## config.mk

```make
export PLATFORM = sky130hd
export DESIGN_NAME = gpio_slave
export DESIGN_NICKNAME = d
export VERILOG_FILES = /design/src/soc_pkg.sv /design/src/gpio_slave.sv
export SDC_FILE = /design/constraint.sdc
export NUM_CORES = 1
export LEC_CHECK = 0
export BUFFER_PORTS_ARGS = -buffer_cell sky130_fd_sc_hd__buf_2
export CAP_MARGIN = 20
export CORE_ASPECT_RATIO = 0.9
export CORE_MARGIN = 5
export CORE_UTILIZATION = 29
export DETAILED_ROUTE_END_ITERATION = 6
export GPL_ROUTABILITY_DRIVEN = 1
export PLACE_DENSITY = 0.79
export SLEW_MARGIN = 20
export SYNTH_ARGS = -nofsm -noshare
export SYNTH_HDL_FRONTEND = slang
export SYNTH_SLANG_ARGS = --single-unit
```

## constraint.sdc

```tcl
create_clock -name clk -period 1 [get_ports clk]
set_clock_uncertainty 0.05 [all_clocks]
set_input_delay 0.05 -clock clk [delete_from_list [all_inputs] [get_ports clk]]
set_output_delay 0.05 -clock clk [all_outputs]
set_load 0.02 [all_outputs]
```

## src/soc_pkg.sv

```systemverilog
package soc_pkg;

    ////////////////////
    // address map
    ////////////////////

    localparam logic [3:0] REGION_SRAM  = 4'h0;
    localparam logic [3:0] REGION_TIMER = 4'h2;
    localparam logic [3:0] REGION_GPIO  = 4'h4;

    // timer register indices
    localparam logic [1:0] TMR_CTRL  = 2'd0;
    localparam logic [1:0] TMR_COUNT = 2'd1;
    localparam logic [1:0] TMR_VALUE = 2'd2;

    // gpio register indices
    localparam logic [1:0] GPIO_CTRL = 2'd0;
    localparam logic [1:0] GPIO_DATA = 2'd1;

    ////////////////////
    // bus types
    ////////////////////

    // sram sees a word index, peripherals see a register index
    typedef union packed {
        struct packed {
            logic [3:0]  region;
            logic [25:0] word_idx;
            logic [1:0]  byte_off;
        } mem;
        struct packed {
            logic [3:0]  region;
            logic [23:0] unused;
            logic [1:0]  reg_idx;
            logic [1:0]  byte_off;
        } regs;
    } bus_addr_t;

    typedef struct packed {
        logic        req;
        logic        we;
        logic [3:0]  wem;
        bus_addr_t   addr;
        logic [31:0] wdata;
    } bus_req_t;

    typedef struct packed {
        logic        data_ok;
        logic [31:0] rdata;
    } slave_rsp_t;

    typedef struct packed {
        logic        addr_ok;
        logic        data_ok;
        logic [31:0] rdata;
    } bus_rsp_t;

    typedef enum logic [1:0] {
        SEL_SRAM,
        SEL_TIMER,
        SEL_GPIO,
        SEL_NONE
    } slave_sel_t;

    // byte-masked update of a 32-bit register
    function automatic logic [31:0] merge_bytes(
        input logic [31:0] old_w,
        input logic [31:0] new_w,
        input logic [3:0]  wem
    );
        logic [31:0] res;
        res = old_w;
        for (int b = 0; b < 4; b++) begin
            if (wem[b]) begin
                res[8*b +: 8] = new_w[8*b +: 8];
            end
        end
        return res;
    endfunction

endpackage

```

## src/gpio_slave.sv

```systemverilog
`timescale 1ns/10ps

module gpio_slave #(
    parameter int unsigned GPIO_WIDTH = 2
) (
    input  logic                  clk,
    input  logic                  rst_n,
    input  logic                  sel_i,
    input  soc_pkg::bus_req_t     req_i,
    output soc_pkg::slave_rsp_t   rsp_o,
    input  logic [GPIO_WIDTH-1:0] pin_i,
    output logic [GPIO_WIDTH-1:0] pin_oe_o,
    output logic [GPIO_WIDTH-1:0] pin_o
);
    import soc_pkg::*;

    logic [2*GPIO_WIDTH-1:0] ctrl_q;
    logic [GPIO_WIDTH-1:0]   data_q;
    logic [GPIO_WIDTH-1:0]   pin_meta_q;
    logic [GPIO_WIDTH-1:0]   pin_sync_q;
    logic [31:0]             rdata_q;
    logic                    data_ok_q;
    logic [31:0]             ctrl_new;
    logic [31:0]             data_new;
    logic [1:0]              reg_idx;

    assign reg_idx  = req_i.addr.regs.reg_idx;
    assign ctrl_new = merge_bytes(32'(ctrl_q), req_i.wdata, req_i.wem);
    assign data_new = merge_bytes(32'(data_q), req_i.wdata, req_i.wem);

    always_ff @(posedge clk) begin
        if (!rst_n) begin
            ctrl_q    <= '0;
            data_q    <= '0;
            data_ok_q <= 1'b0;
        end else begin
            if (sel_i && req_i.we && (reg_idx == GPIO_CTRL)) begin
                ctrl_q <= ctrl_new[2*GPIO_WIDTH-1:0];
            end
            if (sel_i && req_i.we && (reg_idx == GPIO_DATA)) begin
                data_q <= data_new[GPIO_WIDTH-1:0];
            end
            data_ok_q <= sel_i;
        end
    end

    // two-flop synchroniser on the pins
    always_ff @(posedge clk) begin
        pin_meta_q <= pin_i;
        pin_sync_q <= pin_meta_q;
    end

    always_ff @(posedge clk) begin
        if (sel_i) begin
            case (reg_idx)
                GPIO_CTRL: rdata_q <= 32'(ctrl_q);
                GPIO_DATA: rdata_q <= 32'(pin_sync_q);
                default:   rdata_q <= '0;
            endcase
        end
    end

    // code 01 drives the pin
    always_comb begin
        for (int i = 0; i < GPIO_WIDTH; i++) begin
            pin_oe_o[i] = (ctrl_q[2*i +: 2] == 2'b01);
        end
    end

    assign pin_o         = data_q;
    assign rsp_o.data_ok = data_ok_q;
    assign rsp_o.rdata   = rdata_q;

endmodule

```

# ---- Yosys cells after proc, flatten, opt, wreduce, memory -nomap -nowiden
# Index checks and enable logic that the tools add are counted.
dict set report totals {
  register_bits 43
  latchBits 0
  mem_bits_rw 0
  rom_bits 0
  input_bits 75
  out_inout_bits 37
  n_memories 0
}
dict set report op_classes {
  addsub 0
  mul 0
  div_mod_pow 0
  order_cmp 0
  eq_ne 3
  shifts 0
  muxes 1
  n_bitwise 0
  n_reduce_logical 6
}
# cell n
set ops {}
lappend ops {{4-bit case mux with 2 select lines} 1}
lappend ops {{2-bit by 1-bit == test with 1-bit output, second input constant} 3}
lappend ops {{2-bit AND reduction} 2}
lappend ops {{1-bit logical AND} 3}
lappend ops {{2-bit zero test} 1}

# ---- Logic depth before layout (Yosys ltp)
dict set report depth {
  ltp_word 3
  mapped_depth 3
}

# ---- Worst setup path after synthesis
# No wires, ideal clock.
dict set report synth_path {
  path_type {in2reg}
  start {in req_i[34] in the netlist's numbering}
  end {reg ctrl_q[0]}
  setup_ns 0.072
  t_arrival_ns 0.638
  setup_slack_ns 0.241
  cell_stages 3
  path_cell_list {buf_4 > nor3_4 > mux2i_1}
}
dict set report synth_between {
  elab_chain_cells 3
}
# element line
set synth_rtl {}
lappend synth_rtl {{start: declaration} gpio_slave.sv:9} ;# input soc_pkg::bus_req_t req_i,
lappend synth_rtl {{2-bit zero test} gpio_slave.sv:37} ;# if (sel_i && req_i.we && (reg_idx == GPIO_CTRL)) begin
lappend synth_rtl {{1-bit logical AND} gpio_slave.sv:37}
lappend synth_rtl {{2-bit AND reduction (no source line)} -}
lappend synth_rtl {{end signal: assignment} gpio_slave.sv:38} ;# ctrl_q <= ctrl_new[2*GPIO_WIDTH-1:0];
lappend synth_rtl {{end: declaration} gpio_slave.sv:17} ;# logic [2*GPIO_WIDTH-1:0] ctrl_q;
# No other way between the ends.
# A chain may end at the register's enable or synchronous reset.

# ---- Worst setup path after layout
dict set report layout_path {
  start {reg ctrl_q[0]}
  end {out pin_oe_o[0]}
}
dict set report layout_between {
  elab_chain_cells 1
}
# element line
set layout_rtl {}
lappend layout_rtl {{2-bit by 1-bit == test with 1-bit output} gpio_slave.sv:66} ;# pin_oe_o[i] = (ctrl_q[2*i +: 2] == 2'b01);
lappend layout_rtl {{end: declaration} gpio_slave.sv:12} ;# output logic [GPIO_WIDTH-1:0] pin_oe_o,
# No other way between the ends.

==> results.md <==
- Outcome: finished clean
- Final core utilization: 35.9%
- Die footprint: ~3800 um2
- Fraction of the cycle the final worst path needs: 97.3%
- Non-Filler Cell Area, Final: roughly 900 um2
- Syn. warnings: 0
- Row cnt: 17
- Leading area contributor after synthesis: sky130_fd_sc_hd__buf_4
- Reg2Reg Setup Slack: 130 ps
- Max cap viols: 0
- Max stage delay cell, worst path: sky130_fd_sc_hd__dfxtp_2
- Nature of the critical path endpoint: output port
- Number of detailed-routing iterations run before antenna repair: 2
- End of the worst register-to-register path: rdata_q[2]$_DFFE_PP_
- Endpoint of the worst hold path: ctrl_q[1]$_SDFFE_PN0P_
- Placed inst area: 791 um2
- Syn-to-layout area delta: 16.9%
- Top_reg_cell synth: sky130_fd_sc_hd__dfxtp_1
- Buffer depth of the longest clock path: 2
- Height of the die: slightly below 60 um
- Final Net Count: 179
- Die W: about 64 um
- RSZ-0062 raised after global routing: true
- Starting density of the core: 30.8%
- Final-report max-slew violation count: 0
- Overall track demand over capacity in global routing: 7.27%
- Hold Violations, Final: 0
- Highest ir drop seen on vdd: 0.281 mV
- Final count of negative-setup-slack endpoints: 0
- Antenna Cells: 0
- Total standard cell area after synthesis: roughly 770 um2
- Maximum cell stage delay along the critical path: 350 ps
- Total gr overflow: 0
- Clock transition at the registers of the reported paths: 80 ps
- DRC violations left: 0
- Number of vias after detailed routing: 505
- Timing startpoint of the critical path: ctrl_q[0]$_SDFFE_PN0P_
- Clock tree from TritonCTS: yes
- Leakage Power: 0.000426 uW
- Cell depth of the worst hold path: 3
- Drt initial violations: 5
- Gate count of the mapped netlist: 75
- Cell with the most instances after synthesis: sky130_fd_sc_hd__buf_4
- Wire length per cell after detailed routing: around 10 um
- Data arrival time of the critical path: 870 ps
- Cells taking the most area after synthesis: sky130_fd_sc_hd__buf_4 (29%), sky130_fd_sc_hd__dfxtp_1 (29%), sky130_fd_sc_hd__edfxtp_1 (16%)
- EDFF count, synth: 4
- Number of clock buffers inserted by TritonCTS: 3
- Count of boundary I/O pins: 112
- R2r worst-path depth: 2
- Share of post-route cells with drive strength above 1: 33.0%
- Layout filler cell count: 266
- CTS sink count: 15
- Number of cells on the critical path: 2
- Startpoint Class: flop
- Critical path's top delay family: flip-flops
- Total wire length after detailed routing: 1.37 mm
- Register area share after synthesis: 44.1%
- Cell at the root of the clock tree: sky130_fd_sc_hd__clkbuf_4
- Power Dens Cells: 1310 nW/um2
- Crit Path Max Fanout: 3
- Core Footprint: 2510 um2
- Worst Min Path Start: req_i[1]
- Count of state elements after synthesis: 15
- Number of distinct library cells after synthesis: 14
- Clock latency on the worst-skew pair: 270 ps
- Highest clock frequency the design can meet: 1030 MHz
- Cell Chain, Critical Path: nor2b_4, buf_6
- Synth top cells by count: sky130_fd_sc_hd__buf_4 (30), sky130_fd_sc_hd__dfxtp_1 (11), sky130_fd_sc_hd__nand2_1 (10)
- Proportion of netlist area held by the largest area contributor: 29.2%
- Combined buffer and inverter count along the critical path: 1
- Mapped Avg Cell Area: 10.3 um2
- Source of the worst register-to-register timing path: ctrl_q[2]$_SDFFE_PN0P_
- Post-route antenna net violation count: 0
- Global-route wire length before repair: between 2 and 2.5 mm
- Number of port buffers: 21
- Maximum number of pins on one net before global-route repair: 12
- Share of synthesized registers carrying an async set or reset: 0%
- Required time worst endpoint: 900 ps
- Vias per inst: 3.85
- Number of global-route vias before repair: 509
- H-tree levels: 1
- Detailed placement HPWL: 1.05 mm
- Antenna violations before repair: 0
- Class of the tightest hold or removal check: input port to flop
- Final Wtd Congestion: between 0.7 and 0.8
- Critical path class: flop to output port
- Final critical-path required period: between 900 and 1000 ps
-- cells in the final DEF (no fill, tap or decap), types with 3 or more instances in the layout --
cell,n
sky130_fd_sc_hd__clkbuf_4,3
sky130_fd_sc_hd__dlygate4sd3_1,5
sky130_fd_sc_hd__mux2i_1,8
sky130_fd_sc_hd__buf_2,19
sky130_fd_sc_hd__edfxtp_1,4
sky130_fd_sc_hd__dfxtp_1,8
sky130_fd_sc_hd__conb_1,28
sky130_fd_sc_hd__nand2_1,10
sky130_fd_sc_hd__buf_4,3
sky130_fd_sc_hd__dfxtp_2,3
-- area by class of cell --
class	instances	area (um2)	share of cell area, %
Sequential cell	15	344	38.1
Multi-Input combinational cell	56	318	35.2
Timing Repair Buffer	28	179	19.8
Tap cell	28	35.0	3.88
Clock buffer	4	26.3	2.91
-- worst reg2reg max path, cell delays in order, from the launching register on --
cell and delay, ps:
sky130_fd_sc_hd__dfxtp_2 330, sky130_fd_sc_hd__buf_4 130, sky130_fd_sc_hd__nor3b_1 130
-- flip-flops by register name, indices dropped and copies added (netlist names) --
name,cells
ctrl_q,4
data_ok_q,1
pin_meta_q,2
pin_sync_q,2
rdata_q,4
pin_o,2
-- metrics by stage --
stage | total power (uW) | TNS, ps | worst slack, ps | cells | hold slack [ps]
floorplan | 890 | 0 | 241 | 102 | 27.7
global placement | 846 | 0 | 134 | 121 | 105
detailed placement | 850 | 0 | 92.8 | 121 | 105
CTS | 1190 | -8.09 | -8.09 | 130 | 28.6
global route | 1250 | -26.3 | -13.2 | 131 | 33.2
finish | 1180 | 0 | 26.7 | 131 | 40.1
-- metal layers --
layer | GRT usage, % | share of wire, % | routed length (um)
met1 | 7.50 | 36 | 500
met2 | 12.4 | 47 | 645
met3 | 3.05 | 16 | 221
met4 | 4.52 | 0.51 | 7
met5 | 0 | 0 | 0
-- logic make-up after synthesis --
kind of cell           count (synthesis)  synth area share, %
buffers and inverters                 31                 29.8
AND/OR/NAND/NOR                       20                 15.2
other                                  1                0.486
multiplexers                           8                 10.4
flip-flops                            15                 44.1
-- how the worst max path moves through the flow --
stage | to
after floorplan | ctrl_q[0]$_SDFFE_PN0P_
final | pin_oe_o[0]
after detailed placement | pin_o[1]$_SDFFE_PN0P_
after global routing | pin_oe_o[0]
after global placement | pin_o[0]$_SDFFE_PN0P_
after CTS | pin_oe_o[0]
-- power breakdown --
part	switching (uW)	leakage (uW)	internal (uW)	total, uW
sequential	6.40	0.000133	643	650
combinational	153	0.000278	54.9	208
clock	167	0.0000150	154	321
-- repair_timing --
action | 4_1_cts | 5_1_grt
hold endpoints to repair | 6 | 0
resized for setup | 4 | 4
hold buffers | 5 | 0
setup buffers | 0 | 1
setup endpoints to repair | 2 | 2
No activity file was read; power rests on OpenSTA's default activity.
