--- src/soc_pkg.sv ---
package soc_pkg;

    ////////////////////
    // address map
    ////////////////////

    localparam logic [3:0] REGION_SRAM  = 4'h0;
    localparam logic [3:0] REGION_TIMER = 4'h2;
    localparam logic [3:0] REGION_GPIO  = 4'h4;

    // timer register indices
    localparam logic [1:0] TMR_CTRL  = 2'd0;
    localparam logic [1:0] TMR_COUNT = 2'd1;
    localparam logic [1:0] TMR_VALUE = 2'd2;

    // gpio register indices
    localparam logic [1:0] GPIO_CTRL = 2'd0;
    localparam logic [1:0] GPIO_DATA = 2'd1;

    ////////////////////
    // bus types
    ////////////////////

    // sram sees a word index, peripherals see a register index
    typedef union packed {
        struct packed {
            logic [3:0]  region;
            logic [25:0] word_idx;
            logic [1:0]  byte_off;
        } mem;
        struct packed {
            logic [3:0]  region;
            logic [23:0] unused;
            logic [1:0]  reg_idx;
            logic [1:0]  byte_off;
        } regs;
    } bus_addr_t;

    typedef struct packed {
        logic        req;
        logic        we;
        logic [3:0]  wem;
        bus_addr_t   addr;
        logic [31:0] wdata;
    } bus_req_t;

    typedef struct packed {
        logic        data_ok;
        logic [31:0] rdata;
    } slave_rsp_t;

    typedef struct packed {
        logic        addr_ok;
        logic        data_ok;
        logic [31:0] rdata;
    } bus_rsp_t;

    typedef enum logic [1:0] {
        SEL_SRAM,
        SEL_TIMER,
        SEL_GPIO,
        SEL_NONE
    } slave_sel_t;

    // byte-masked update of a 32-bit register
    function automatic logic [31:0] merge_bytes(
        input logic [31:0] old_w,
        input logic [31:0] new_w,
        input logic [3:0]  wem
    );
        logic [31:0] res;
        res = old_w;
        for (int b = 0; b < 4; b++) begin
            if (wem[b]) begin
                res[8*b +: 8] = new_w[8*b +: 8];
            end
        end
        return res;
    endfunction

endpackage

--- src/timer_slave.sv ---
`timescale 1ns/10ps

module timer_slave (
    input  logic                clk,
    input  logic                rst_n,
    input  logic                sel_i,
    input  soc_pkg::bus_req_t   req_i,
    output soc_pkg::slave_rsp_t rsp_o,
    output logic                irq_o
);
    import soc_pkg::*;

    logic        enable_q;
    logic        irq_en_q;
    logic        pending_q;
    logic [31:0] count_q;
    logic [31:0] value_q;
    logic        irq_q;
    logic [31:0] rdata_q;
    logic        data_ok_q;
    logic [1:0]  reg_idx;
    logic        wr_ctrl;
    logic        wr_value;
    logic        hit;

    assign reg_idx  = req_i.addr.regs.reg_idx;
    assign wr_ctrl  = sel_i && req_i.we && (reg_idx == TMR_CTRL);
    assign wr_value = sel_i && req_i.we && (reg_idx == TMR_VALUE);
    assign hit      = enable_q && (count_q == value_q);

    ////////////////////
    // counter and irq
    ////////////////////

    always_ff @(posedge clk) begin
        if (!rst_n) begin
            enable_q  <= 1'b0;
            irq_en_q  <= 1'b0;
            pending_q <= 1'b0;
            count_q   <= '0;
            value_q   <= '0;
            irq_q     <= 1'b0;
        end else begin
            if (hit) begin
                count_q <= '0;
            end else if (enable_q) begin
                count_q <= count_q + 32'd1;
            end
            // a new match wins over a clear in the same cycle
            if (hit) begin
                pending_q <= 1'b1;
            end else if (wr_ctrl && req_i.wem[0] && req_i.wdata[2]) begin
                pending_q <= 1'b0;
            end
            if (wr_ctrl && req_i.wem[0]) begin
                enable_q <= req_i.wdata[0];
                irq_en_q <= req_i.wdata[1];
            end
            if (wr_value) begin
                value_q <= merge_bytes(value_q, req_i.wdata, req_i.wem);
            end
            irq_q <= pending_q && irq_en_q;
        end
    end

    ////////////////////
    // read port
    ////////////////////

    always_ff @(posedge clk) begin
        if (sel_i) begin
            case (reg_idx)
                TMR_CTRL:  rdata_q <= {29'd0, pending_q, irq_en_q, enable_q};
                TMR_COUNT: rdata_q <= count_q;
                TMR_VALUE: rdata_q <= value_q;
                default:   rdata_q <= '0;
            endcase
        end
    end

    always_ff @(posedge clk) begin
        if (!rst_n) begin
            data_ok_q <= 1'b0;
        end else begin
            data_ok_q <= sel_i;
        end
    end

    assign rsp_o.data_ok = data_ok_q;
    assign rsp_o.rdata   = rdata_q;
    assign irq_o         = irq_q;

endmodule

--- config.mk ---
export PLATFORM = sky130hd
export DESIGN_NAME = timer_slave
export DESIGN_NICKNAME = d
export VERILOG_FILES = /design/src/soc_pkg.sv /design/src/timer_slave.sv
export SDC_FILE = /design/constraint.sdc
export NUM_CORES = 1
export LEC_CHECK = 0
export BUFFER_PORTS_ARGS = -buffer_cell sky130_fd_sc_hd__buf_2
export CORE_ASPECT_RATIO = 0.6
export CORE_MARGIN = 5
export CORE_UTILIZATION = 35
export CTS_BUF_LIST = sky130_fd_sc_hd__clkbuf_4 sky130_fd_sc_hd__clkbuf_8
export CTS_CLUSTER_DIAMETER = 30
export DETAILED_ROUTE_END_ITERATION = 8
export GPL_TIMING_DRIVEN = 0
export HOLD_SLACK_MARGIN = 0.08
export SLEW_MARGIN = 5
export SYNTH_ARGS = -nofsm -noshare
export SYNTH_HDL_FRONTEND = slang
export SYNTH_SLANG_ARGS = --single-unit
--- constraint.sdc ---
create_clock -name clk -period 2.9 [get_ports clk]
set_input_delay 0.435 -clock clk [delete_from_list [all_inputs] [get_ports clk]]
set_output_delay 0.435 -clock clk [all_outputs]
set_load 0.01 [all_outputs]
## Word-level counts from Yosys, hierarchy flattened

Cells that the tools add are included.

| storage, ports and cells | value |
|---|---|
| memory bits (writable) | 0 |
| output and inout port bits | 34 |
| bits in read-only memories | 0 |
| memories | 0 |
| register bits | 101 |
| latch bits | 0 |
| word-level logic and storage cells | 33 |
| input port bits | 73 |

| operators by class | value |
|---|---|
| multiply operators | 0 |
| reductions and logical operators | 14 |
| $add $sub $neg | 1 |
| bitwise operators | 1 |
| equal/unequal tests | 3 |
| divide/modulo/power cells | 0 |
| shifts and indexed selects | 0 |
| $lt $le $gt $ge | 0 |
| muxes and demuxes | 3 |

Operators with widths:

| kind | count |
|---|---|
| $pmux W32 S3 | 1 |
| $add A32 B1 Y32 const B | 1 |
| $eq A32 B32 Y1 | 1 |
| $reduce_and A2 Y1 | 4 |
| $logic_and A1 B1 Y1 | 7 |
| $eq A2 B1 Y1 const B | 1 |
| $eq A2 B2 Y1 const B | 1 |
| $logic_not A2 Y1 | 1 |
| $mux W1 | 2 |
| $reduce_bool A2 Y1 | 1 |
| $reduce_or A2 Y1 | 1 |
| $not A1 Y1 | 1 |

## Logic depth before layout (Yosys ltp)

Gate-level depths: netlist of the first run.

| depth | value |
|---|---|
| depth after elaboration | 6 |
| depth in mapped cells | 7 |
| gate-level depth less buffers | 6 |

## Worst setup path before layout of the first run

Ideal clock, no wire load.

| timing path | value |
|---|---|
| path kind | register -> register |
| from | register count_q[0] |
| to | register count_q[30] |
| data arrival time | 1.911 ns |
| cell stages (with the launch flop) | 8 |
| period minus slack after synthesis | 1.972 ns |
| setup time | 0.061 ns |
| path slack | 0.928 ns |
| data required time | 2.839 ns |
| buffers on the path | 1 |
| cell sequence | dfxtp_1 ha_1 nand3_1 or4_1 buf_2 nor2_1 mux2i_1 and4b_1 |

| between the ends | value |
|---|---|
| word-level cells in the longest chain between the ends | 3 |
| elaborated cells between the ends (all ways) | 4 |
| those cells by class | 1 x add/sub; 1 x eq/ne; 2 x reduce/logical |

RTL lines:

| what | RTL line | RTL |
|---|---|---|
| start: declaration | timer_slave.sv:16 | `logic [31:0] count_q;` |
| start signal: assignment | timer_slave.sv:47 | `count_q <= count_q + 32'd1;` |
| branches (longest 3 deep; another with $add A32 B1 Y32) | -- |  |

Parallel ways; which one is timed is not known.
A chain may end at the register's enable or synchronous reset.

## Worst setup path in the final report of the first run

| timing path | value |
|---|---|
| from | register count_q[3] |
| to | register count_q[6] |

The elaborated chain is that of the path after synthesis.

==> load_flow_metrics.sql, run 1 <==
INSERT INTO impl_metrics (metric_group, metric, value, unit) VALUES
('power_and_ir_drop', 'vdd_drop_max', '0.260', 'mV'),
('detailed_routing', 'vias', '3581', ''),
('global_routing', 'antenna_found_initial', '0', ''),
('clocking', 'cts.htree.levels', '3', ''),
('sta', 'max_freq', '418', 'MHz'),
('power_and_ir_drop', 'power.static_leakage', '2.41', 'nW'),
('logic_synthesis', 'postSynthCellCount', '446', ''),
('floorplan', 'num_rows', '32', ''),
('logic_synthesis', 'ys_seq_area_frac', '0.494', ''),
('placed_design', 'globalplace.congestion', '0.913', ''),
('logic_synthesis', 'synth-seq-cells', '101', ''),
('setup_path', 'critical_path.startpoint_type', 'flop', ''),
('cells_and_area', 'antenna_cells_inserted', '0', ''),
('setup_path', 'regToRegSetupSlack', '0.51', 'ns'),
('logic_synthesis', 'synthArstFlopShare', '0', ''),
('logic_synthesis', 'yosys_warnings', '0', ''),
('sta', 'final-max-slew-violation-count', '0', ''),
('setup_path', 'cp_data_arrival_time', '2.65', 'ns'),
('setup_path', 'reg2reg_from', 'count_q[3]', ''),
('min_path', 'min_delay_path_depth', '3', ''),
('setup_path', 'r2r.worst_path.cells', '7', ''),
('logic_synthesis', 'synth_largest_area_cell', 'sky130_fd_sc_hd__dfxtp_1', ''),
('min_path', 'hp-start', 'req_i[13]', ''),
('cells_and_area', 'post-route-util', '0.425', ''),
('min_path', 'worst_min_path_class', 'in -> reg', ''),
('logic_synthesis', 'synthesis.nets', '520', ''),
('detailed_routing', 'initialDrtViolationCount', '237', ''),
('clocking', 'clock_tree.buffer_depth', '2', ''),
('clocking', 'clkSinkCount', '101', ''),
('detailed_routing', 'mean_routed_wirelength_per_cell', '18.0', 'um'),
('flow_run', 'cap_violations', '0', ''),
('logic_synthesis', 'number_of_enable_flip_flop_cells_after_synthesis', '32', ''),
('sta', 'report.final.hold_viol_count', '0', ''),
('global_routing', 'grt_pass1_vias', '3588', ''),
('clocking', 'root_buffer_master', 'sky130_fd_sc_hd__clkbuf_8', ''),
('detailed_routing', 'drc', '0', ''),
('placed_design', 'count_of_buffers_inserted_at_the_top_level_ports', '74', ''),
('outcome', 'result_of_the_run', 'finished, final reports clean', ''),
('logic_synthesis', 'netlist_top_cells_area', 'sky130_fd_sc_hd__dfxtp_1 29%, sky130_fd_sc_hd__edfxtp_1 20%, sky130_fd_sc_hd__mux2i_1 8.4%', ''),
('logic_synthesis', 'syn_area_per_cell', '10.6', 'um^2'),
('floorplan', 'dieHeight', '100', 'um'),
('clocking', 'cts_buffers', '9', ''),
('sta', 'layout_min_cycle_time', '2.39', 'ns'),
('setup_path', 'path_max_fanout', '10', ''),
('placed_design', 'final_hpwl_dp', '9.62', 'mm'),
('global_routing', 'grt_remaining_overflow', '0', ''),
('sta', 'finalSetupViolations', '0', ''),
('logic_synthesis', 'synth.cell_area', '0.00474', 'mm^2'),
('clocking', 'tritoncts', 'yes', ''),
('logic_synthesis', 'netlist-cell-type-count', '38', ''),
('sta', 'setup_total_negative_slack', '0', 'ns'),
('detailed_routing', 'drtAntennaViolNets', '0', ''),
('detailed_routing', 'postRouteWirelength', '12.7', 'mm'),
('cells_and_area', 'area_growth', '17.0', '%'),
('sta', 'max_slew_margin', '0.419', ''),
('sta', 'clock-skew-final', '0.0118', 'ns'),
('sta', 'layout_worst_path_cycle_share', '0.825', ''),
('power_and_ir_drop', 'pwr_dens', '477', 'mW/mm^2'),
('min_path', 'min_delay_worst_endpoint', 'value_q[13]', ''),
('floorplan', 'initial_core_util', '0.363', ''),
('sta', 'grt_setup_unrepaired', 'no', ''),
('cells_and_area', 'net_total_in_the_final_layout', '605', ''),
('clocking', 'cts-hold-fix-buffers', '0', ''),
('clocking', 'cts_resized', '0', ''),
('detailed_routing', 'post_drt_via_cell_ratio', '5.07', ''),
('global_routing', 'first_pass_grt_wire_length', '20.1', 'mm'),
('cells_and_area', 'proportion_of_layout_cells_with_a_drive_suffix_above_1', '0.216', ''),
('clocking', 'clk-insertion-delay-late', '0.37', 'ns'),
('cells_and_area', 'fillers', '1270', ''),
('clocking', 'clk_transition_reported_paths', '0.09', 'ns'),
('floorplan', 'core', '0.0131', 'mm^2');
synth_stat cells (all sizes together), types with 2 or more instances:
| master | count |
|---|---|
| inv | 7 |
| and3 | 4 |
| xor2 | 36 |
| o41ai | 2 |
| dfxtp | 69 |
| mux2i | 40 |
| nor3 | 8 |
| nand2 | 18 |
| xnor2 | 22 |
| nand4 | 15 |
| nand3 | 9 |
| buf | 14 |
| nor2b | 39 |
| or4 | 3 |
| nor4 | 18 |
| a22o | 29 |
| nand2b | 2 |
| edfxtp | 32 |
| and2 | 2 |
| a221oi | 2 |
| and4 | 2 |
| o21ai | 5 |
| nor2 | 43 |
| clkbuf | 20 |
cells by family after synthesis:
group           Yosys count  share of synthesized area
fa+ha+maj                 1                    0.00264
buf+inv                  41                     0.0375
mux                      40                     0.0845
xor+xnor                 58                      0.107
flops                   101                      0.494
compound gates           41                     0.0734
simple gates            164                      0.200
per-stage QoR:
stage / cells / total power, W / setup WS, ns / hold slack [ns] / instance area, um^2
finish: 706 / 0.00264 / 0.507 / 0.315 / 5540
global route: 706 / 0.00275 / 0.342 / 0.300 / 5540
CTS: 706 / 0.00267 / 0.572 / 0.299 / 5540
detailed placement: 690 / 0.00169 / 0.249 / 0.509 / 5320
global placement: 690 / 0.00168 / 0.331 / 0.512 / 5320
floorplan: 446 / 0.00160 / 0.928 / 0.468 / 4740
layout make-up:
type                            count  area, um^2  area share
Clock buffer                       10         131      0.0237
Inverter                            7        26.3     0.00474
Sequential cell                   101        2340       0.423
Timing Repair Buffer               74         370      0.0668
Multi-Input combinational cell    304        2220       0.400
Clock inverter                      6        88.8      0.0160
Buffer                             34         151      0.0273
Tap cell                          170         213      0.0384
per-layer routing:
metal | GRT usage | vias to the layer above | wire, um | share of wire
met5 | 0 | - | 0 | 0
met4 | 0.0311 | 0 | 102 | 0.0080
met3 | 0.0558 | 12 | 1070 | 0.084
met2 | 0.220 | 153 | 4800 | 0.38
met1 | 0.250 | 1670 | 6740 | 0.53
li1 | - | 1746 | - | -
placed cells by master, fill, tap and decap left out, types with 5 or more instances in the layout:
cell	count
sky130_fd_sc_hd__buf_2	86
sky130_fd_sc_hd__dfxtp_1	69
sky130_fd_sc_hd__nor2_1	43
sky130_fd_sc_hd__mux2i_1	40
sky130_fd_sc_hd__nor2b_1	39
sky130_fd_sc_hd__xor2_1	36
sky130_fd_sc_hd__edfxtp_1	32
sky130_fd_sc_hd__a22o_1	29
sky130_fd_sc_hd__xnor2_1	22
sky130_fd_sc_hd__clkbuf_1	19
sky130_fd_sc_hd__nand2_1	18
sky130_fd_sc_hd__nor4_1	13
sky130_fd_sc_hd__nand4_1	12
sky130_fd_sc_hd__clkbuf_8	9
sky130_fd_sc_hd__nand3_1	8
sky130_fd_sc_hd__nor3_1	8
sky130_fd_sc_hd__inv_1	7
sky130_fd_sc_hd__o21ai_0	5
sequential cells by signal (all words and copies together) (netlist names):
name       flops
value_q       32
pending_q      1
irq_o          1
count_q       32
enable_q       1
rdata_q       32
irq_en_q       1
data_ok_q      1
worst max-delay path, cell delays in order (launching register included):
cell,delay [ns]
sky130_fd_sc_hd__dfxtp_1,0.30
sky130_fd_sc_hd__buf_2,0.17
sky130_fd_sc_hd__xor2_1,0.16
sky130_fd_sc_hd__nor4_1,0.63
sky130_fd_sc_hd__nand2_1,0.18
sky130_fd_sc_hd__o41ai_2,0.43
sky130_fd_sc_hd__buf_2,0.32
sky130_fd_sc_hd__nor2_1,0.08
power breakdown:
part           leakage [nW]  internal, W  switching, W  total, W
combinational          1.42    0.0000642      0.000102  0.000167
clock                 0.106     0.000496      0.000493  0.000989
sequential            0.887      0.00148     0.0000116   0.00149
how the worst max path moves through the flow:
stage	from	to	slack [ns]
after global placement	sel_i	value_q[14]	0.33
after detailed placement	sel_i	value_q[21]	0.25
after global routing	count_q[23]	count_q[6]	0.34
final	count_q[3]	count_q[6]	0.51
after floorplan	count_q[0]	count_q[30]	0.93
after CTS	count_q[3]	count_q[6]	0.57
(Power assumes the default switching activity.)
==> run 2: changes to the inputs <==
==> constraint.sdc (replaced) <==
create_clock -name clk -period 2.41 [get_ports clk]
set_input_delay 0.3615 -clock clk [delete_from_list [all_inputs] [get_ports clk]]
set_output_delay 0.3615 -clock clk [all_outputs]
set_load 0.01 [all_outputs]
==> load_flow_metrics.sql, run 2 (synthesis gave the netlist of run 1 again) <==
INSERT INTO impl_metrics (metric_group, metric, value, unit) VALUES
('cells_and_area', 'antenna_cells_inserted', '0', ''),
('setup_path', 'cpMaxStageDelayCell', 'sky130_fd_sc_hd__or4_1', ''),
('detailed_routing', 'post_drt_via_cell_ratio', '5.08', ''),
('floorplan', 'io-pin-count', '107', ''),
('sta', 'grt_setup_unrepaired', 'no', ''),
('clocking', 'number_of_setup_buffers_added_after_cts', '0', ''),
('floorplan', 'initial_core_util', '0.363', ''),
('floorplan', 'num_rows', '32', ''),
('global_routing', 'first_pass_grt_wire_length', '20.1', 'mm'),
('placed_design', 'globalplace.congestion', '0.913', ''),
('setup_path', 'cp_data_arrival_time', '2.58', 'ns'),
('placed_design', 'placedCellCount', '690', ''),
('floorplan', 'core', '0.0131', 'mm^2'),
('cells_and_area', 'biggestRegsByFlops', 'count_q: 32 flops, rdata_q: 32 flops, value_q: 32 flops', ''),
('cells_and_area', 'fin_cells', '706', ''),
('setup_path', 'critical_path.startpoint_type', 'flop', ''),
('cells_and_area', 'net_total_in_the_final_layout', '605', ''),
('global_routing', 'antenna_found_initial', '0', ''),
('cells_and_area', 'proportion_of_layout_cells_with_a_drive_suffix_above_1', '0.220', ''),
('cells_and_area', 'most_common_cell_after_layout_fill_and_taps_aside', 'sky130_fd_sc_hd__buf_2', ''),
('floorplan', 'die_area', '0.0160', 'mm^2'),
('sta', 'setup_total_negative_slack', '0', 'ns'),
('clocking', 'root_buffer_master', 'sky130_fd_sc_hd__clkbuf_8', ''),
('clocking', 'cts-hold-fix-buffers', '0', ''),
('min_path', 'worst_min_path_class', 'in -> reg', ''),
('flow_run', 'cap_violations', '0', ''),
('detailed_routing', 'firstDrtPassIters', '5', ''),
('setup_path', 'regToRegSetupSlack', '0.14', 'ns'),
('detailed_routing', 'highest_signal_layer_in_the_routed_design', 'met4', ''),
('sta', 'max_freq', '440', 'MHz'),
('sta', 'finalSetupViolations', '0', ''),
('sta', 'final-max-slew-violation-count', '0', ''),
('clocking', 'cts_resized', '0', ''),
('sta', 'layout_min_cycle_time', '2.27', 'ns'),
('sta', 'worst_pin_slew', '0.863', 'ns'),
('setup_path', 'critical_path.top_delay_family', 'simple AND/OR/NAND/NOR gates', ''),
('global_routing', 'grt_pass1_vias', '3588', ''),
('detailed_routing', 'postRouteWirelength', '12.7', 'mm'),
('detailed_routing', 'routed-wl-met3', '921', 'um'),
('floorplan', 'dieHeight', '100', 'um'),
('power_and_ir_drop', 'vdd_drop_max', '0.316', 'mV'),
('detailed_routing', 'initialDrtViolationCount', '291', ''),
('detailed_routing', 'met1Wirelength', '6.81', 'mm'),
('clocking', 'clkSinkCount', '101', ''),
('cells_and_area', 'layout.cells.most_common_list', '86 x sky130_fd_sc_hd__buf_2, 69 x sky130_fd_sc_hd__dfxtp_1, 43 x sky130_fd_sc_hd__nor2_1', ''),
('setup_path', 'timing.critical_path.cells', 'ha_1 > nand3_1 > or4_1 > buf_2 > nor2_1 > mux2i_1 > and4b_1', ''),
('global_routing', 'grt_use_total', '0.163', ''),
('setup_path', 'critical-path-max-stage-delay', '0.53', 'ns'),
('clocking', 'clk-insertion-delay-late', '0.37', 'ns'),
('sta', 'max_slew_margin', '0.425', ''),
('setup_path', 'path_max_fanout', '6', ''),
('setup_path', 'timing.critical_path.to_type', 'flop', ''),
('power_and_ir_drop', 'pwr_dens', '573', 'mW/mm^2'),
('setup_path', 'cp_data_required_time', '2.72', 'ns'),
('detailed_routing', 'mean_routed_wirelength_per_cell', '18.0', 'um'),
('clocking', 'cts_buffers', '9', ''),
('sta', 'post_route_hold_slack', '0.241', 'ns'),
('placed_design', 'final_hpwl_dp', '9.62', 'mm'),
('setup_path', 'crit_buf_inv', '1', ''),
('clocking', 'clock_tree.buffer_depth', '2', ''),
('detailed_routing', 'drc', '0', ''),
('setup_path', 'critPathKind', 'reg -> reg', ''),
('cells_and_area', 'area_growth', '17.2', '%'),
('outcome', 'result_of_the_run', 'finished, final reports clean', ''),
('power_and_ir_drop', 'fin_total_pwr', '0.00318', 'W'),
('clocking', 'tritoncts', 'yes', ''),
('power_and_ir_drop', 'power.static_leakage', '2.42', 'nW'),
('global_routing', 'grt_remaining_overflow', '0', ''),
('cells_and_area', 'post-route-util', '0.426', ''),
('detailed_routing', 'drtAntennaViolNets', '0', ''),
('sta', 'clock-skew-final', '0.0111', 'ns'),
('sta', 'layout_worst_path_cycle_share', '0.944', ''),
('floorplan', 'die_w', '160', 'um'),
('global_routing', 'grt_max_degree', '34', ''),
('placed_design', 'count_of_buffers_inserted_at_the_top_level_ports', '74', ''),
('clocking', 'clk_transition_reported_paths', '0.09', 'ns'),
('detailed_routing', 'detailroute.wirelength.met2', '4.84', 'mm'),
('clocking', 'cts.htree.levels', '3', ''),
('sta', 'report.final.hold_viol_count', '0', ''),
('detailed_routing', 'vias', '3584', '');
## run 2: worst paths after layout
kind,from,to,depth (start not counted)
max,count_q[0],count_q[30],7
min,req_i[13],value_q[13],3
max reg2reg,count_q[0],count_q[30],7
min reg2reg,irq_en_q,irq_o,1
## run 2: through the flow
step | setup WS, ns | cell area [um^2]
2_1_floorplan | 0.438 | 4740
3_3_place_gp | -0.0860 | 5320
3_5_place_dp | -0.167 | 5320
4_1_cts | 0.0819 | 5540
5_1_grt | 0.0160 | 5550
6_report | 0.136 | 5550
## run 2: cell type report
class,count,area (um^2)
fill,1267,7500
sequential,101,2340
multi-input combinational,304,2230
timing repair buffer,74,370
tap,170,213
buffer,34,151
clock buffer,10,131
clock inverter,6,88.8
inverter,7,26.3
## run 2: power breakdown
part,internal [W],total (W),leakage [nW],switching [W]
Combinational,0.0000778,0.000201,1.42,0.000123
Clock,0.000596,0.00119,0.106,0.000596
Sequential,0.00178,0.00179,0.887,0.0000140
Total,0.00245,0.00318,2.42,0.000733
## run 2: worst reg2reg max path: cells and delay by family (launching register included)
| kind | cells | cell delay, ns |
|---|---|---|
| adder cells (fa/ha/maj) | 1 | 0.25 |
| multiplexers | 1 | 0.19 |
| AND/OR/NAND/NOR | 4 | 1.12 |
| buffers and inverters | 1 | 0.19 |
| flip-flops | 1 | 0.46 |
## run 2: per-layer routing
layer  global-route usage  vias up
met5                    0        -
met4               0.0311        0
met3               0.0558       12
met2                0.220      120
met1                0.250     1705
li1                     -     1747
==> run 3: changes to the inputs <==
--- a/config.mk
+++ b/config.mk
@@ -5,6 +5,7 @@
 export SDC_FILE = /design/constraint.sdc
 export NUM_CORES = 1
 export LEC_CHECK = 0
+export ABC_AREA = 1
 export BUFFER_PORTS_ARGS = -buffer_cell sky130_fd_sc_hd__buf_2
 export CORE_ASPECT_RATIO = 0.6
 export CORE_MARGIN = 5
==> load_flow_metrics.sql, run 3 <==
INSERT INTO impl_metrics (metric_group, metric, value, unit) VALUES
('cells_and_area', 'proportion_of_layout_cells_with_a_drive_suffix_above_1', '0.173', ''),
('detailed_routing', 'post_drt_via_cell_ratio', '4.85', ''),
('clocking', 'clkSinkCount', '101', ''),
('clocking', 'tritoncts', 'yes', ''),
('placed_design', 'dp_worst_setup_slack', '-0.0966', 'ns'),
('setup_path', 'timing.critical_path.to_type', 'flop', ''),
('cells_and_area', 'fillers', '1542', ''),
('sta', 'worst_pin_slew', '0.833', 'ns'),
('sta', 'clock-skew-final', '0.0132', 'ns'),
('logic_synthesis', 'synthArstFlopShare', '0', ''),
('floorplan', 'num_rows', '34', ''),
('cells_and_area', 'layout.cells.most_common_list', '157 x sky130_fd_sc_hd__nand2_1, 95 x sky130_fd_sc_hd__nor2_1, 85 x sky130_fd_sc_hd__inv_1', ''),
('logic_synthesis', 'yosys.area.top_type_share', '0.272', ''),
('floorplan', 'core', '0.0144', 'mm^2'),
('logic_synthesis', 'number_of_enable_flip_flop_cells_after_synthesis', '32', ''),
('clocking', 'cts-hold-fix-buffers', '0', ''),
('sta', 'final_critical_path_setup_slack', '0.360', 'ns'),
('setup_path', 'cp_data_arrival_time', '2.32', 'ns'),
('detailed_routing', 'highest_signal_layer_in_the_routed_design', 'met4', ''),
('clocking', 'cts_buffers', '9', ''),
('placed_design', 'count_of_buffers_inserted_at_the_top_level_ports', '75', ''),
('placed_design', 'globalplace.congestion', '0.954', ''),
('setup_path', 'critPathKind', 'in -> reg', ''),
('detailed_routing', 'postRouteWirelength', '16.0', 'mm'),
('setup_path', 'path_max_fanout', '34', ''),
('detailed_routing', 'firstDrtPassIters', '5', ''),
('min_path', 'worst_min_path_class', 'in -> reg', ''),
('sta', 'report.final.hold_viol_count', '0', ''),
('detailed_routing', 'mean_routed_wirelength_per_cell', '16.5', 'um'),
('clocking', 'number_of_setup_buffers_added_after_cts', '0', ''),
('global_routing', 'first_pass_grt_wire_length', '24.4', 'mm'),
('logic_synthesis', 'synth.cell_area', '0.00508', 'mm^2'),
('sta', 'final-max-slew-violation-count', '0', ''),
('cells_and_area', 'most_common_cell_after_layout_fill_and_taps_aside', 'sky130_fd_sc_hd__nand2_1', ''),
('power_and_ir_drop', 'vdd_drop_max', '0.283', 'mV'),
('cells_and_area', 'post-route-util', '0.413', ''),
('clocking', 'root_buffer_master', 'sky130_fd_sc_hd__clkbuf_8', ''),
('sta', 'max_slew_margin', '0.444', ''),
('global_routing', 'grt_max_degree', '35', ''),
('logic_synthesis', 'synth_top_cells_by_count', '157 x sky130_fd_sc_hd__nand2_1, 95 x sky130_fd_sc_hd__nor2_1, 85 x sky130_fd_sc_hd__inv_1, 69 x sky130_fd_sc_hd__dfxtp_1, 46 x sky130_fd_sc_hd__o21ai_0', ''),
('logic_synthesis', 'synthesis.nets', '752', ''),
('detailed_routing', 'routed-wl-met3', '1.31', 'mm'),
('sta', 'layout_worst_path_cycle_share', '0.851', ''),
('clocking', 'clk-insertion-delay-late', '0.38', 'ns'),
('placed_design', 'final_hpwl_dp', '12.4', 'mm'),
('sta', 'post_route_hold_slack', '0.201', 'ns'),
('logic_synthesis', 'leading_register_cell_type_out_of_synthesis', 'sky130_fd_sc_hd__dfxtp_1', ''),
('cells_and_area', 'area_growth', '16.8', '%'),
('floorplan', 'die_area', '0.0171', 'mm^2'),
('setup_path', 'critical_path.startpoint_type', 'input port', ''),
('cells_and_area', 'biggestRegsByFlops', 'count_q: 32 flops, rdata_q: 32 flops, value_q: 32 flops', ''),
('logic_synthesis', 'synth_largest_area_cell', 'sky130_fd_sc_hd__dfxtp_1', ''),
('outcome', 'result_of_the_run', 'finished, final reports clean', ''),
('floorplan', 'die_w', '166', 'um'),
('cells_and_area', 'net_total_in_the_final_layout', '838', ''),
('floorplan', 'dieHeight', '103', 'um'),
('floorplan', 'initial_core_util', '0.353', ''),
('logic_synthesis', 'netlist_top_cells_area', 'sky130_fd_sc_hd__dfxtp_1 27%, sky130_fd_sc_hd__edfxtp_1 19%, sky130_fd_sc_hd__nand2_1 12%', ''),
('cells_and_area', 'multiInputGateArea', '0.00227', 'mm^2'),
('sta', 'max_freq', '488', 'MHz'),
('cells_and_area', 'antenna_cells_inserted', '0', ''),
('global_routing', 'antenna_found_initial', '0', ''),
('logic_synthesis', 'synth-seq-cells', '101', ''),
('detailed_routing', 'met1Wirelength', '8.73', 'mm'),
('logic_synthesis', 'postSynthCellCount', '678', ''),
('detailed_routing', 'drtAntennaViolNets', '0', ''),
('clocking', 'cts_resized', '0', ''),
('logic_synthesis', 'ys_seq_area_frac', '0.461', ''),
('clocking', 'clk_transition_reported_paths', '0.10', 'ns'),
('detailed_routing', 'initialDrtViolationCount', '479', ''),
('detailed_routing', 'vias', '4687', ''),
('clocking', 'clock_tree.buffer_depth', '2', ''),
('power_and_ir_drop', 'pwr_dens', '559', 'mW/mm^2'),
('setup_path', 'cp_data_required_time', '2.68', 'ns'),
('logic_synthesis', 'yosys_warnings', '0', ''),
('global_routing', 'grt_pass1_vias', '4375', ''),
('logic_synthesis', 'yosys.cell_count.top_type', 'sky130_fd_sc_hd__nand2_1', ''),
('logic_synthesis', 'syn_area_per_cell', '7.50', 'um^2'),
('clocking', 'cts.htree.levels', '3', ''),
('global_routing', 'grt_remaining_overflow', '0', ''),
('sta', 'grt_setup_unrepaired', 'no', ''),
('global_routing', 'grt_use_total', '0.193', ''),
('detailed_routing', 'detailroute.wirelength.met2', '5.74', 'mm'),
('power_and_ir_drop', 'power.static_leakage', '2.42', 'nW'),
('logic_synthesis', 'netlist-cell-type-count', '36', ''),
('cells_and_area', 'ff_latch_area', '0.00234', 'mm^2'),
('detailed_routing', 'drc', '0', ''),
('sta', 'finalSetupViolations', '0', ''),
('flow_run', 'cap_violations', '0', ''),
('sta', 'layout_min_cycle_time', '2.05', 'ns'),
('floorplan', 'io-pin-count', '107', '');
-- run 3: cell count changes in the layout (fill, tap and decap cells not counted), sizes merged, moves of 29 or more --
cell,previous run,this run
inv,7,92
nor2,43,105
a22o,29,0
mux2i,40,0
nand2,18,164
a21oi,0,34
nor2b,39,0
o21ai,5,48
-- run 3: path summary, 6_finish.rpt --
kind                            startpoint           to  slack [ns]  cells past startpoint
worst max-delay path                 sel_i  value_q[21]        0.36                      7
worst min-delay path              req_i[6]   value_q[6]        0.20                      3
worst max register to register  count_q[1]  count_q[24]        0.63                      9
worst min register to register    irq_en_q        irq_o        0.49                      2
-- run 3: stage by stage --
| stage | power, W | TNS (ns) | cells | cell area, um^2 |
|---|---|---|---|---|
| floorplan | 0.00197 | 0 | 678 | 5080 |
| global placement | 0.00210 | -0.378 | 951 | 5710 |
| detailed placement | 0.00210 | -0.383 | 951 | 5710 |
| CTS | 0.00333 | 0 | 967 | 5930 |
| global route | 0.00343 | 0 | 967 | 5930 |
| finish | 0.00332 | 0 | 967 | 5930 |
-- run 3: routing by layer --
metal | vias up | GRT usage
li1 | 2355 | -
met4 | 0 | 0.0412
met3 | 17 | 0.0428
met2 | 169 | 0.249
met5 | - | 0
met1 | 2146 | 0.319
-- run 3: kinds of logic after synthesis --
kind of cell / count (synthesis) / synth area share
AO/OA/AOI/OAI: 111 / 0.118
XOR/XNOR: 31 / 0.0534
adder cells (fa/ha/maj): 1 / 0.00246
buffers and inverters: 113 / 0.0916
flip-flops: 101 / 0.461
AND/OR/NAND/NOR: 321 / 0.274
-- run 3: power by group --
group / leakage (nW) / total (W) / switching [W] / internal, W
registers: 0.887 / 0.00180 / 0.0000136 / 0.00179
clock network: 0.109 / 0.00125 / 0.000626 / 0.000627
logic: 1.43 / 0.000264 / 0.000174 / 0.0000904
total: 2.42 / 0.00332 / 0.000813 / 0.00250
-- run 3: worst max-delay path, cell delays in order --
cell and delay, ns:
sky130_fd_sc_hd__buf_2 0.63, sky130_fd_sc_hd__nand2_1 0.18, sky130_fd_sc_hd__nor2_2 0.36, sky130_fd_sc_hd__nand2_1 0.28, sky130_fd_sc_hd__buf_2 0.26, sky130_fd_sc_hd__o21ai_0 0.17, sky130_fd_sc_hd__a21oi_1 0.06
-- run 3: layout make-up --
| cell class | instances | share of cell area |
|---|---|---|
| buffer | 20 | 0.0196 |
| clock buffer | 11 | 0.0245 |
| clock inverter | 5 | 0.0141 |
| inverter | 93 | 0.0588 |
| multi-input combinational | 464 | 0.383 |
| sequential | 101 | 0.395 |
| tap | 198 | 0.0417 |
| timing repair buffer | 75 | 0.0633 |
